<file path="config.mk">
export PLATFORM = sky130hd
export DESIGN_NAME = l1d_mshr_file
export DESIGN_NICKNAME = d
export VERILOG_FILES = /design/src/rtl/l1d_pkg.sv /design/src/rtl/l1d_mshr_file.sv
export SDC_FILE = /design/constraint.sdc
export NUM_CORES = 1
export LEC_CHECK = 0
export ABC_AREA = 1
export BUFFER_PORTS_ARGS = -buffer_cell sky130_fd_sc_hd__buf_2
export CAP_MARGIN = 5
export CORE_ASPECT_RATIO = 0.5
export CORE_MARGIN = 1
export CORE_UTILIZATION = 50
export DETAILED_ROUTE_END_ITERATION = 10
export GPL_TIMING_DRIVEN = 0
export PLACE_DENSITY = 0.74
export SETUP_SLACK_MARGIN = 0.05
export SYNTH_ARGS = -nofsm -noshare
export SYNTH_HDL_FRONTEND = slang
export SYNTH_SLANG_ARGS = --single-unit
</file>
<file path="constraint.sdc">
create_clock -name clk_in -period 7.86 [get_ports clk_in]
set_clock_uncertainty 0.2 [all_clocks]
set_input_delay 0.393 -clock clk_in [delete_from_list [all_inputs] [get_ports clk_in]]
set_output_delay 0.393 -clock clk_in [all_outputs]
set_load 0.03 [all_outputs]
</file>
<file path="src/rtl/l1d_pkg.sv">
// shared widths and types for the L1 data cache
// physical addresses are 16 bits and accesses are 64-bit word aligned
// low 3 address bits are ignored by every block
package l1d_pkg;

  localparam int PADDR_BITS    = 16;
  localparam int WORD_BITS     = 64;
  localparam int LINE_WORDS    = 4;
  localparam int LINE_BITS     = WORD_BITS * LINE_WORDS;
  localparam int OFFSET_BITS   = $clog2(LINE_BITS / 8);
  localparam int INDEX_BITS    = 4;
  localparam int TAG_BITS      = PADDR_BITS - INDEX_BITS - OFFSET_BITS;
  localparam int BLOCK_BITS    = PADDR_BITS - OFFSET_BITS;
  localparam int PTAG_BITS     = 10;
  localparam int WORD_SEL_BITS = $clog2(LINE_WORDS);
  localparam int BYTE_BITS     = OFFSET_BITS - WORD_SEL_BITS;

  // set lookup view
  typedef struct packed {
    logic [TAG_BITS-1:0]      tag;
    logic [INDEX_BITS-1:0]    index;
    logic [WORD_SEL_BITS-1:0] word_sel;
    logic [BYTE_BITS-1:0]     byte_off;
  } l1d_array_view_t;

  // block match view
  typedef struct packed {
    logic [BLOCK_BITS-1:0]  block;
    logic [OFFSET_BITS-1:0] offset;
  } l1d_block_view_t;

  typedef union packed {
    l1d_array_view_t arr;
    l1d_block_view_t blk;
  } l1d_addr_u;

  // one request parked behind a pending block
  typedef struct packed {
    logic [WORD_SEL_BITS-1:0] word_sel;
    logic                     we;
    logic [WORD_BITS-1:0]     data;
    logic [PTAG_BITS-1:0]     ptag;
  } mshr_req_t;

endpackage

</file>
<file path="src/rtl/l1d_mshr_file.sv">
// miss status holding registers, one pending block each with an in-order queue
// MSHR_COUNT and MSHR_DEPTH must be powers of two and at least 2
// push and pop are never issued in the same cycle by the controller
`timescale 1ns/10ps

module l1d_mshr_file
  import l1d_pkg::*;
#(
  parameter int MSHR_COUNT = 4,
  parameter int MSHR_DEPTH = 4
) (
  input  logic      clk_in,
  input  logic      rst_N_in,
  input  l1d_addr_u addr,
  input  logic      push_en,
  input  logic      pop_en,
  input  mshr_req_t push_req,
  input  l1d_addr_u retire_addr,
  output logic      match,
  output logic      match_full,
  output logic      any_free,
  output logic      set_conflict,
  output logic      push_primary,
  output logic      head_valid,
  output mshr_req_t head_req
);

  localparam int IDX_BITS = $clog2(MSHR_COUNT);
  localparam int PTR_BITS = $clog2(MSHR_DEPTH);
  localparam int CNT_BITS = $clog2(MSHR_DEPTH + 1);

  logic [MSHR_COUNT-1:0] valid_q;
  l1d_addr_u             blk_q   [MSHR_COUNT];
  logic [PTR_BITS-1:0]   head_q  [MSHR_COUNT];
  logic [CNT_BITS-1:0]   count_q [MSHR_COUNT];
  mshr_req_t             queue_q [MSHR_COUNT][MSHR_DEPTH];

  logic [MSHR_COUNT-1:0] hit_vec;
  logic [MSHR_COUNT-1:0] conf_vec;
  logic [MSHR_COUNT-1:0] ret_vec;
  logic [IDX_BITS-1:0]   match_idx;
  logic [IDX_BITS-1:0]   free_idx;
  logic [IDX_BITS-1:0]   ret_idx;
  logic [PTR_BITS-1:0]   tail_ptr;

  // scan from the top so the lowest free entry wins
  always_comb begin
    hit_vec   = '0;
    conf_vec  = '0;
    ret_vec   = '0;
    match_idx = '0;
    free_idx  = '0;
    ret_idx   = '0;
    for (int i = MSHR_COUNT - 1; i >= 0; i--) begin
      if (valid_q[i]) begin
        hit_vec[i]  = blk_q[i].blk.block == addr.blk.block;
        conf_vec[i] = (blk_q[i].arr.index == addr.arr.index) && !hit_vec[i];
        ret_vec[i]  = blk_q[i].blk.block == retire_addr.blk.block;
      end else begin
        free_idx = IDX_BITS'(i);
      end
      if (hit_vec[i])
        match_idx = IDX_BITS'(i);
      if (ret_vec[i])
        ret_idx = IDX_BITS'(i);
    end
  end

  assign match        = |hit_vec;
  assign match_full   = match && (count_q[match_idx] == CNT_BITS'(MSHR_DEPTH));
  assign any_free     = !(&valid_q);
  assign set_conflict = |conf_vec;
  assign push_primary = !match && any_free;
  assign head_valid   = |ret_vec;
  assign head_req     = queue_q[ret_idx][head_q[ret_idx]];
  assign tail_ptr     = head_q[match_idx] + PTR_BITS'(count_q[match_idx]);

  always_ff @(posedge clk_in) begin
    if (!rst_N_in) begin
      valid_q <= '0;
      for (int i = 0; i < MSHR_COUNT; i++) begin
        head_q[i]  <= '0;
        count_q[i] <= '0;
      end
    end else begin
      if (push_en && match && !match_full) begin
        count_q[match_idx] <= count_q[match_idx] + 1'b1;
      end else if (push_en && push_primary) begin
        valid_q[free_idx] <= 1'b1;
        head_q[free_idx]  <= '0;
        count_q[free_idx] <= CNT_BITS'(1);
      end
      // entry frees itself when its last request leaves
      if (pop_en && head_valid) begin
        head_q[ret_idx]  <= head_q[ret_idx] + 1'b1;
        count_q[ret_idx] <= count_q[ret_idx] - 1'b1;
        if (count_q[ret_idx] == CNT_BITS'(1))
          valid_q[ret_idx] <= 1'b0;
      end
    end
  end

  always_ff @(posedge clk_in) begin
    if (push_en && match && !match_full) begin
      queue_q[match_idx][tail_ptr] <= push_req;
    end else if (push_en && push_primary) begin
      queue_q[free_idx][0] <= push_req;
      blk_q[free_idx]      <= {addr.blk.block, {OFFSET_BITS{1'b0}}};
    end
  end

endmodule

</file>
==> impl_metrics.tcl <==
set metrics [dict create \
    grt_max_degree 26 \
    postCtsSetupBuffers 0 \
    vdd_ir_drop_max_mv 0.188 \
    synth_cell_types 40 \
    drv_cap 0 \
    ff2ff_path_depth 27 \
    first_pass_iters 6 \
    cp-end-kind "primary output" \
    synthXorXnorAreaFrac_pct 0.631 \
    yosysWarnings 0 \
    final_layout_size_suffix_gt1_share_pct 14.0 \
    min_period_over_period_pct 76.3 \
    worstSetupPathType "flop to primary output" \
    grt_pass1_vias 37877 \
    fin_crit_ns 6.00 \
    slew_violations 0 \
    dr_total_vias 39378 \
    max_slew_margin_pct 14.6 \
    crit_start "blk_q[3][6]" \
    drt-vias-per-instance 5.43 \
    power_per_cell_area_nw_per_um2 211 \
    hold_violations 0 \
    synth_compound_area_share_pct 5.40 \
    port-buffer-count 184 \
    synthTopCellsByCount "2,203 x nand2_1, 1,296 x edfxtp_1, 640 x inv_1, 215 x o211ai_1, 120 x nand3_1" \
    dp.cells 6948 \
    worstMarginPinSlew_ns 1.28 \
    cts_buffers 113 \
    grt_use_met3_pct 4.64 \
    synth_top_family_by_area "simple AND/OR/NAND/NOR gates" \
    hp-class "input pin to flop" \
    clock_latency_ns 0.72 \
    setup_viol 0 \
    crit_required_ns 7.27 \
    gp_congestion 0.917 \
    dp_hpwl_mm 103 \
    syn_nets 5314 \
    dieArea_um2 115000 \
    yosysSeqAreaShare_pct 68.5 \
    cts_tree "built" \
    cp.arrival_ns 5.40 \
    wl_per_cell_um 21.4 \
    postSynthCellCount 5196 \
    drc 0 \
    core_um2 113000 \
    ys_top_cells_by_area "edfxtp_1 68%, nand2_1 15%, inv_1 4.2%" \
    synth_top_area_share_pct 68.4 \
    synth_top_area_cell "edfxtp_1" \
    rr_endpoint "queue_q[1][130]" \
    drtIter0Drc 4556 \
    leakage_nw 25.7 \
    rsz0062_at_grt "false" \
    start_util_pct 50.5 \
    clkTransAtPathRegs_ns 0.07 \
    synthSimpleGateAreaFrac_pct 18.3 \
    ant_nets 0 \
    clockRootBuffer "clkbuf_16" \
    max_freq_mhz 167 \
    start_kind "flop" \
    crit_path_end "head_req[66]" \
    ctsResizeCount 0 \
    synth_enable_flop_cells 1296 \
    hold_depth 5 \
    grt_pass1_wl_mm 228 \
    async_flop_share_pct 0 \
    hold_buffers 90 \
    regToRegSetupSlack_ns 2.67 \
    syn_to_final_growth_pct 15.1 \
    reg2reg_from "blk_q[3][5]" \
    synth-seq-cells 1300 \
    clockBufferDepth 3 \
    syn_area_um2 56900 \
    avgSynthCellArea_um2 11.0 \
    antenna_found_initial 4 \
    cts.sinks 1300 \
    track_usage_pct 26.6 \
    fp-row-count 87 \
    die_w_um 479 \
    nets 5758 \
    grt_use_met1_pct 35.4 \
    hold_ws_ns 0.0878 \
    met2_usage_pct 44.1 \
    top_usage_layer "met2" \
    synth_ff_type "edfxtp_1" \
    postRouteWirelength_mm 155 \
    fin_setup_tns_ns 0 \
    h-tree-depth 3 \
    synthMuxAreaShare_pct 0 \
    yosysMostFrequentCell "nand2_1" \
    overflow 0 \
    cp_max_fo 10 \
    synthAdderAreaFrac_pct 0.110 \
    io_pins 196 \
    status "finished clean" \
    layout.cells.non_filler 7249 \
    dieHeight_um 241 \
]
==> state kept, by name, summed over array words and instances, names as in the netlist <==
| name | flops |
|---|---|
| count_q | 12 |
| blk_q | 44 |
| valid_q | 4 |
| queue_q | 1232 |
| head_q | 8 |
==> cell families after synthesis <==
kind of cell               Yosys count
adders and majority gates            5
buffers and inverters              888
AOI/OAI and AO/OA                  352
DFF                               1300
and+or+nand+nor                   2610
xor gates and xnor gates            41
==> final cells by class <==
type | count | area [µm²]
Timing Repair Buffer | 329 | 3040
Clock inverter | 61 | 547
Clock buffer | 146 | 2990
Inverter | 654 | 2460
Tap cell | 1513 | 1890
Sequential cell | 1300 | 39000
Antenna cell | 4 | 10.0
Buffer | 234 | 1540
Fill cell | 8799 | 47200
Multi-Input combinational cell | 3008 | 14100
==> cell usage in the layout, fill, tap and decap left out, drive strengths merged, types with 2 or more instances in the layout <==
cell and n:
xor2 13, xnor2 28, buf 421, o211ai 316, nor4 13, edfxtp 1296, nor3 16, clkbuf 198
clkinv 54, nand3 123, nor2 98, a21oi 14, nand2 2310, inv 654, or2 9, nand3b 6
nor3b 2, bufinv 7, o22ai 3, o21ai 15, ha 5, diode 4, nand4 32, dlygate4sd3 90
dfxtp 4
==> critical path, stage by stage, from the launching register on <==
cell	delay, ns
edfxtp_1	0.42
xor2_1	0.22
nand3b_1	0.18
nor4_1	0.35
nand4_1	0.20
nand2_1	0.15
nand3_1	0.47
o211ai_1	0.30
nand2_2	0.38
inv_2	0.32
clkbuf_1	0.93
nand2_1	0.26
nand2_1	0.24
buf_2	0.24
==> worst min path at each step <==
stage | from | slack, ns | to
finish | rst_N_in | 0.09 | count_q[0][2]
global route | rst_N_in | 0.10 | count_q[0][2]
CTS | rst_N_in | 0.05 | count_q[0][2]
detailed placement | addr[6] | 0.43 | blk_q[0][1]
global placement | addr[6] | 0.43 | blk_q[0][1]
floorplan | addr[5] | 0.29 | blk_q[0][0]
==> stage by stage <==
step	worst slack, ns	util (%)	power, mW	instance area (µm²)
6_report	1.86	58.1	13.9	65500
5_1_grt	1.88	58.1	14.2	65500
4_1_cts	2.15	58.1	13.9	65500
3_5_place_dp	2.36	54.2	8.52	61100
3_3_place_gp	-4.25	53.0	8.50	59700
2_1_floorplan	0.962	-	8.20	56900
==> metal layers <==
metal  routed length [µm]  up-vias
li1                     -    18037
met1                61400    19141
met2                74400     1924
met3                14400      276
met4                 5220        0
met5                    0        -
==> power breakdown <==
group | total, mW | internal, mW | switching (mW)
logic | 0.693 | 0.192 | 0.501
clock network | 5.45 | 2.92 | 2.52
registers | 7.72 | 7.70 | 0.0233
total | 13.9 | 10.8 | 3.05
(Power assumes the default switching activity.)
