$ cat src/rtl/l1d_pkg.sv
// shared widths and types for the L1 data cache
// physical addresses are 16 bits and accesses are 64-bit word aligned
// low 3 address bits are ignored by every block
package l1d_pkg;

  localparam int PADDR_BITS    = 16;
  localparam int WORD_BITS     = 64;
  localparam int LINE_WORDS    = 4;
  localparam int LINE_BITS     = WORD_BITS * LINE_WORDS;
  localparam int OFFSET_BITS   = $clog2(LINE_BITS / 8);
  localparam int INDEX_BITS    = 4;
  localparam int TAG_BITS      = PADDR_BITS - INDEX_BITS - OFFSET_BITS;
  localparam int BLOCK_BITS    = PADDR_BITS - OFFSET_BITS;
  localparam int PTAG_BITS     = 10;
  localparam int WORD_SEL_BITS = $clog2(LINE_WORDS);
  localparam int BYTE_BITS     = OFFSET_BITS - WORD_SEL_BITS;

  // set lookup view
  typedef struct packed {
    logic [TAG_BITS-1:0]      tag;
    logic [INDEX_BITS-1:0]    index;
    logic [WORD_SEL_BITS-1:0] word_sel;
    logic [BYTE_BITS-1:0]     byte_off;
  } l1d_array_view_t;

  // block match view
  typedef struct packed {
    logic [BLOCK_BITS-1:0]  block;
    logic [OFFSET_BITS-1:0] offset;
  } l1d_block_view_t;

  typedef union packed {
    l1d_array_view_t arr;
    l1d_block_view_t blk;
  } l1d_addr_u;

  // one request parked behind a pending block
  typedef struct packed {
    logic [WORD_SEL_BITS-1:0] word_sel;
    logic                     we;
    logic [WORD_BITS-1:0]     data;
    logic [PTAG_BITS-1:0]     ptag;
  } mshr_req_t;

endpackage

$ cat src/rtl/l1d_controller.sv
// request sequencing for the L1 data cache
// responses are one-cycle pulses with no LSU back-pressure
// a dirty victim is written back when the miss is found, before the fetch
`timescale 1ns/10ps

module l1d_controller
  import l1d_pkg::*;
(
  input  logic                  clk_in,
  input  logic                  rst_N_in,
  input  logic                  lsu_valid_in,
  input  logic                  lsu_we_in,
  input  logic [63:0]           lsu_addr_in,
  input  logic [WORD_BITS-1:0]  lsu_value_in,
  input  logic [PTAG_BITS-1:0]  lsu_tag_in,
  output logic                  lsu_ready_out,
  output logic                  lsu_valid_out,
  output logic                  lsu_write_complete_out,
  output logic [63:0]           lsu_addr_out,
  output logic [WORD_BITS-1:0]  lsu_value_out,
  output logic [PTAG_BITS-1:0]  lsu_tag_out,
  input  logic                  lc_ready_in,
  input  logic                  lc_valid_in,
  input  logic [PADDR_BITS-1:0] lc_addr_in,
  input  logic [LINE_BITS-1:0]  lc_value_in,
  output logic                  lc_valid_out,
  output logic                  lc_ready_out,
  output logic                  lc_we_out,
  output logic [PADDR_BITS-1:0] lc_addr_out,
  output logic [LINE_BITS-1:0]  lc_value_out,
  output logic                  lookup_en,
  output logic                  word_we,
  output logic                  fill_we,
  output l1d_addr_u             addr,
  output logic [WORD_BITS-1:0]  word_data,
  output logic [LINE_BITS-1:0]  fill_line,
  input  logic                  hit,
  input  logic                  victim_dirty,
  input  logic [WORD_BITS-1:0]  rd_word,
  input  l1d_addr_u             victim_addr,
  input  logic [LINE_BITS-1:0]  victim_line,
  output logic                  push_en,
  output logic                  pop_en,
  output mshr_req_t             push_req,
  input  logic                  match,
  input  logic                  match_full,
  input  logic                  any_free,
  input  logic                  set_conflict,
  input  logic                  push_primary,
  input  logic                  head_valid,
  input  mshr_req_t             head_req
);

  localparam logic [2:0] S_IDLE   = 3'd0;
  localparam logic [2:0] S_LOOKUP = 3'd1;
  localparam logic [2:0] S_CHECK  = 3'd2;
  localparam logic [2:0] S_WB     = 3'd3;
  localparam logic [2:0] S_FETCH  = 3'd4;
  localparam logic [2:0] S_FILL   = 3'd5;
  localparam logic [2:0] S_REPLAY = 3'd6;

  logic [2:0]            state_q, state_d;
  logic                  replay_q, rd_valid_q, wr_done_q;
  l1d_addr_u             req_addr_q;
  logic                  req_we_q;
  logic [WORD_BITS-1:0]  req_data_q;
  logic [PTAG_BITS-1:0]  req_tag_q;
  logic [BLOCK_BITS-1:0] refill_blk_q;

  // idle presents the incoming request so the MSHR flags can gate ready
  always_comb begin
    case (state_q)
      S_IDLE:   addr = lsu_addr_in[PADDR_BITS-1:0];
      S_FILL:   addr = lc_addr_in;
      S_REPLAY: addr = {refill_blk_q, head_req.word_sel, {BYTE_BITS{1'b0}}};
      default:  addr = req_addr_q;
    endcase
  end

  assign lsu_ready_out = (state_q == S_IDLE) && !lc_valid_in && !set_conflict &&
                         !match_full && (match || any_free);

  assign lookup_en = (state_q == S_LOOKUP) || pop_en;
  // writeback done, so the victim set is dropped through fill plus word write
  assign word_we   = ((state_q == S_CHECK) && hit && req_we_q) ||
                     ((state_q == S_WB) && lc_ready_in);
  assign fill_we   = (state_q == S_FILL) || ((state_q == S_WB) && lc_ready_in);
  assign word_data = req_data_q;
  assign fill_line = lc_value_in;

  assign push_en  = (state_q == S_CHECK) && !hit && !replay_q;
  assign pop_en   = (state_q == S_REPLAY) && head_valid;
  assign push_req = '{word_sel: req_addr_q.arr.word_sel, we: req_we_q,
                      data: req_data_q, ptag: req_tag_q};

  assign lc_valid_out = (state_q == S_WB) || (state_q == S_FETCH);
  assign lc_we_out    = (state_q == S_WB);
  assign lc_ready_out = (state_q == S_FILL);
  assign lc_addr_out  = (state_q == S_WB) ? victim_addr :
                        {req_addr_q.blk.block, {OFFSET_BITS{1'b0}}};
  assign lc_value_out = victim_line;

  // request registers stay put through the response cycle
  assign lsu_valid_out          = rd_valid_q;
  assign lsu_write_complete_out = wr_done_q;
  assign lsu_addr_out           = {{(64 - PADDR_BITS){1'b0}}, req_addr_q};
  assign lsu_value_out          = rd_word;
  assign lsu_tag_out            = req_tag_q;

  always_comb begin
    state_d = state_q;
    case (state_q)
      S_IDLE: begin
        if (lc_valid_in)
          state_d = S_FILL;
        else if (lsu_valid_in && lsu_ready_out)
          state_d = S_LOOKUP;
      end
      S_LOOKUP: state_d = S_CHECK;
      S_CHECK: begin
        if (hit || replay_q)
          state_d = replay_q ? S_REPLAY : S_IDLE;
        else if (!push_primary)
          state_d = S_IDLE;
        else
          state_d = victim_dirty ? S_WB : S_FETCH;
      end
      S_WB:     state_d = lc_ready_in ? S_FETCH : S_WB;
      S_FETCH:  state_d = lc_ready_in ? S_IDLE : S_FETCH;
      S_FILL:   state_d = S_REPLAY;
      S_REPLAY: state_d = head_valid ? S_CHECK : S_IDLE;
      default:  state_d = S_IDLE;
    endcase
  end

  always_ff @(posedge clk_in) begin
    if (!rst_N_in) begin
      state_q    <= S_IDLE;
      replay_q   <= 1'b0;
      rd_valid_q <= 1'b0;
      wr_done_q  <= 1'b0;
    end else begin
      state_q    <= state_d;
      rd_valid_q <= (state_q == S_CHECK) && hit && !req_we_q;
      wr_done_q  <= (state_q == S_CHECK) && hit && req_we_q;
      if (state_q == S_FILL)
        replay_q <= 1'b1;
      else if ((state_q == S_REPLAY) && !head_valid)
        replay_q <= 1'b0;
    end
  end

  always_ff @(posedge clk_in) begin
    if ((state_q == S_IDLE) && (state_d == S_LOOKUP)) begin
      req_addr_q <= addr;
      req_we_q   <= lsu_we_in;
      req_data_q <= lsu_value_in;
      req_tag_q  <= lsu_tag_in;
    end else if (pop_en) begin
      req_addr_q <= addr;
      req_we_q   <= head_req.we;
      req_data_q <= head_req.data;
      req_tag_q  <= head_req.ptag;
    end
    if (state_q == S_FILL)
      refill_blk_q <= lc_addr_in[PADDR_BITS-1:OFFSET_BITS];
  end

endmodule

$ cat config.mk
export PLATFORM = sky130hd
export DESIGN_NAME = l1d_controller
export DESIGN_NICKNAME = d
export VERILOG_FILES = /design/src/rtl/l1d_pkg.sv /design/src/rtl/l1d_controller.sv
export SDC_FILE = /design/constraint.sdc
export NUM_CORES = 1
export LEC_CHECK = 0
export BUFFER_PORTS_ARGS = -buffer_cell sky130_fd_sc_hd__buf_4
export CAP_MARGIN = 20
export CORE_AREA = 5 5 655 657
export DETAILED_ROUTE_END_ITERATION = 12
export DIE_AREA = 0 0 660 662
export GPL_TIMING_DRIVEN = 0
export SLEW_MARGIN = 10
export SYNTH_ARGS = -nofsm -noshare
export SYNTH_HDL_FRONTEND = slang
export SYNTH_SLANG_ARGS = --single-unit
$ cat constraint.sdc
create_clock -name clk_in -period 8.95 [get_ports clk_in]
set_clock_uncertainty 0.2 [all_clocks]
set_input_delay 0.4475 -clock clk_in [delete_from_list [all_inputs] [get_ports clk_in]]
set_output_delay 0.4475 -clock clk_in [all_outputs]
set_load 0.03 [all_outputs]
==> results.py <==
metrics = {
    "outcome": {
        "status": "complete, no violations",
    },
    "timing": {
        "setup_viol": 0,
        "slew_viol_final": 0,
        "fin_ws_ns": 5.065,
        "maxSlewHeadroom": 0.5219,
        "hold_viol": 0,
        "tightest_slew_ns": 0.7172,
        "fin_crit_sh": 0.4341,
        "rsz0062_at_grt": "no",
        "tns_ns": 0,
        "holdWs_ns": 0.08967,
        "fin_crit_ns": 3.885,
        "fmax_mhz": 257.4,
    },
    "cells_and_area": {
        "area_delta_synth_final_pct": 145.3,
        "nets": 2956,
        "final.fill_count": 49877,
        "fin_area_mm2": 0.02596,
        "drive_above_1_share": 0.8569,
        "fin_cells": 7848,
        "seqCellArea_mm2": 0.003183,
        "fin_util": 0.06148,
        "multi_input_area_mm2": 0.002170,
    },
    "route": {
        "post-route-drc-count": 0,
        "totalWireLength_um": 269600,
        "wl_per_cell_um": 34.36,
        "drt_iter0_drc": 808,
        "firstDrtPassIters": 4,
        "via_per_inst": 1.643,
        "ant_nets": 0,
        "via_count": 12895,
    },
    "worst_hold_path": {
        "hold_path_startpoint": "head_req[64]",
        "hp-class": "in2reg",
        "hold_depth": 2,
        "hold_path_end": "word_data[54]",
    },
    "logic_synthesis": {
        "yosysUniqueCellTypes": 41,
        "synthCells": 1050,
        "synth_seq_cells": 108,
        "ys_seq_area_frac": 0.3008,
        "synth_top_area_share": 0.4980,
        "yosysWarningCount": 0,
        "syn_area_per_cell_um2": 10.08,
        "yosysTopAreaCell": "buf_4",
        "synth_area_leaders": "buf_4 50%, edfxtp_1 29%, mux2_4 5.5%, mux2_2 5.0%, nand3b_1 1.8%",
        "synth_area_mm2": 0.01058,
    },
    "placed_design": {
        "port_buffers": 998,
        "place_ws_ns": 4.628,
        "gp_congestion": 0.7838,
        "dpl.hpwl_um": 260100,
        "dpl_cell_area_mm2": 0.02539,
        "dp_cells": 7760,
    },
    "global_route": {
        "grt_start_max_net_pins": 47,
        "grt_pass1_vias": 11827,
        "grt_pass1_wl_um": 292200,
        "grt_overflow_total": 0,
        "antenna_found_initial": 360,
        "grt_usage": 0.1169,
    },
    "clock_network": {
        "insertion_delay_ns": 0.44,
        "h-tree-depth": 3,
        "cts_root_buf": "clkbuf_16",
        "path_clk_slew_ns": 0.12,
        "cts.repair.resized": 0,
        "cts_tree": "yes",
        "cts_buffer_depth": 2,
        "cts_sinks": 108,
        "cts_buffers": 9,
    },
    "floorplan": {
        "fp-row-count": 239,
        "fp.dieW_um": 660,
        "die_h_um": 662,
        "io_pins": 1671,
        "die_area_mm2": 0.4369,
        "start_util": 0.02506,
        "core-area_mm2": 0.4222,
    },
    "critical_path": {
        "crit_fanout": 46,
        "worstPathArrival_ns": 3.79,
        "worstSetupPathType": "reg2reg",
        "rrSetupSlack_ns": 5.06,
        "cp.required_ns": 8.86,
        "ff2ff_path_depth": 8,
        "r2r-end": "lsu_tag_out[7]",
        "rr_startpoint": "state_q[1]",
        "end_kind": "flop",
        "start_kind": "flop",
    },
    "power_and_ir_drop": {
        "pwr_density_cell_mw_per_mm2": 99.22,
        "p_leak_nw": 10.46,
        "power_mw": 2.576,
        "peakVddDrop_mv": 0.1082,
    },
    "flow_run": {
        "maxCapViolCount": 0,
    },
}
-- registers in the layout (all words and copies together), names as in the netlist --
name	cells
req_addr_q	16
refill_blk_q	11
replay_q	1
state_q	3
lsu_write_complete_out	1
lsu_valid_out	1
word_data	64
lsu_tag_out	10
req_we_q	1
-- layout by cell type, fill, tap and decap left out, types with 2 or more instances in the layout --
cell and count:
a21boi_0 13, dfxtp_1 6, clkinv_8 3, a21o_1 3, mux2_4 39, nand4_1 2
a311oi_1 4, buf_6 4, clkbuf_16 9, a221o_1 13, clkbuf_1 13, nor2_1 9
and3_1 2, buf_2 6, inv_1 5, buf_4 1700, a21oi_1 8, dlygate4sd3_1 11
nand2b_1 4, and2_1 5, conb_1 48, or2_2 2, edfxtp_1 102, diode_2 61
nand3b_1 26, o21ai_0 5, mux2_2 47, or3_1 4, nand2_1 7, nand3_1 2
-- area by class of cell --
class / count / share of cell area
well taps: 5663 / 0.2729
repair buffers: 1011 / 0.2947
plain buffers: 725 / 0.2078
clock inverters: 7 / 0.003181
diodes: 61 / 0.005880
inverters: 5 / 0.0007229
multi-input cells: 259 / 0.08357
clock buffers: 9 / 0.008675
flip-flops and latches: 108 / 0.1226
-- per-layer routing --
metal | global-route usage | wire [µm] | vias up | share of wire
met5 | 0 | 1382 | - | 0.0051
met4 | 0.01774 | 5336 | 216 | 0.020
met3 | 0.1068 | 52850 | 528 | 0.20
met2 | 0.1868 | 120700 | 1400 | 0.45
met1 | 0.1138 | 89410 | 5805 | 0.33
li1 | - | - | 4946 | -
-- worst max-delay path by stage --
stage | start | endpoint | slack (ns) | depth (start not counted)
after CTS | state_q[1] | lsu_tag_out[7] | 4.68 | 8
after global routing | state_q[1] | lsu_tag_out[4] | 4.78 | 8
after global placement | lc_valid_in | lsu_tag_out[7] | 1.32 | 6
after floorplan | any_free | lsu_tag_out[0] | 5.12 | 5
final | state_q[1] | lsu_tag_out[7] | 5.06 | 8
after detailed placement | lc_valid_in | lsu_tag_out[7] | 4.63 | 8
-- cells by family after synthesis --
family          count (synthesis)  synth area share
xor+xnor                        1         0.0008279
compound gates                 53           0.03855
other cells                     1         0.0003544
mux                            86            0.1054
buf+inv                       730            0.5115
flops                         108            0.3008
simple gates                   71           0.04257
-- cell usage after synthesis --
cell	count
nand3_1	2
nand2b_1	4
and3_1	2
a31oi_1	1
nor2b_1	1
a311oi_1	4
nand3b_1	26
nor3b_1	1
dfxtp_1	6
a21boi_0	13
buf_4	702
mux2_4	39
inv_1	5
buf_2	6
and2_1	5
a221oi_1	1
and3b_1	1
o21ai_0	5
nor2_1	9
nor3_2	1
nor4_2	1
nor4_1	1
conb_1	1
clkbuf_1	13
nand2_1	8
a21oi_1	8
xor2_1	1
a2bb2oi_1	1
a21o_1	3
a211oi_1	1
o221ai_1	1
buf_6	4
or2_2	2
o311ai_0	1
or3_1	4
a221o_1	13
mux2_2	47
nor2_4	1
o32ai_1	1
nand4_1	2
edfxtp_1	102
-- worst max-delay path, cell delays in order, from the launching register on --
cell and delay, ns:
dfxtp_1 0.30, buf_2 0.18, nor4_2 0.60, nand4_1 0.49
buf_4 0.41, buf_6 0.22, nand2_4 0.42, buf_12 0.27
buf_16 0.27
-- power by group --
group	leakage [nW]	internal, mW	total (mW)	switching (mW)
combinational	9.34	0.551	1.46	0.908
sequential	0.972	0.582	0.609	0.0265
clock	0.151	0.202	0.508	0.307
-- what timing repair did --
action / CTS / global route
hold buffers: 11 / 0
setup buffers: 0 / 0
endpoints found under the hold margin: 11 / 0
No activity file was read; power rests on OpenSTA's default activity.
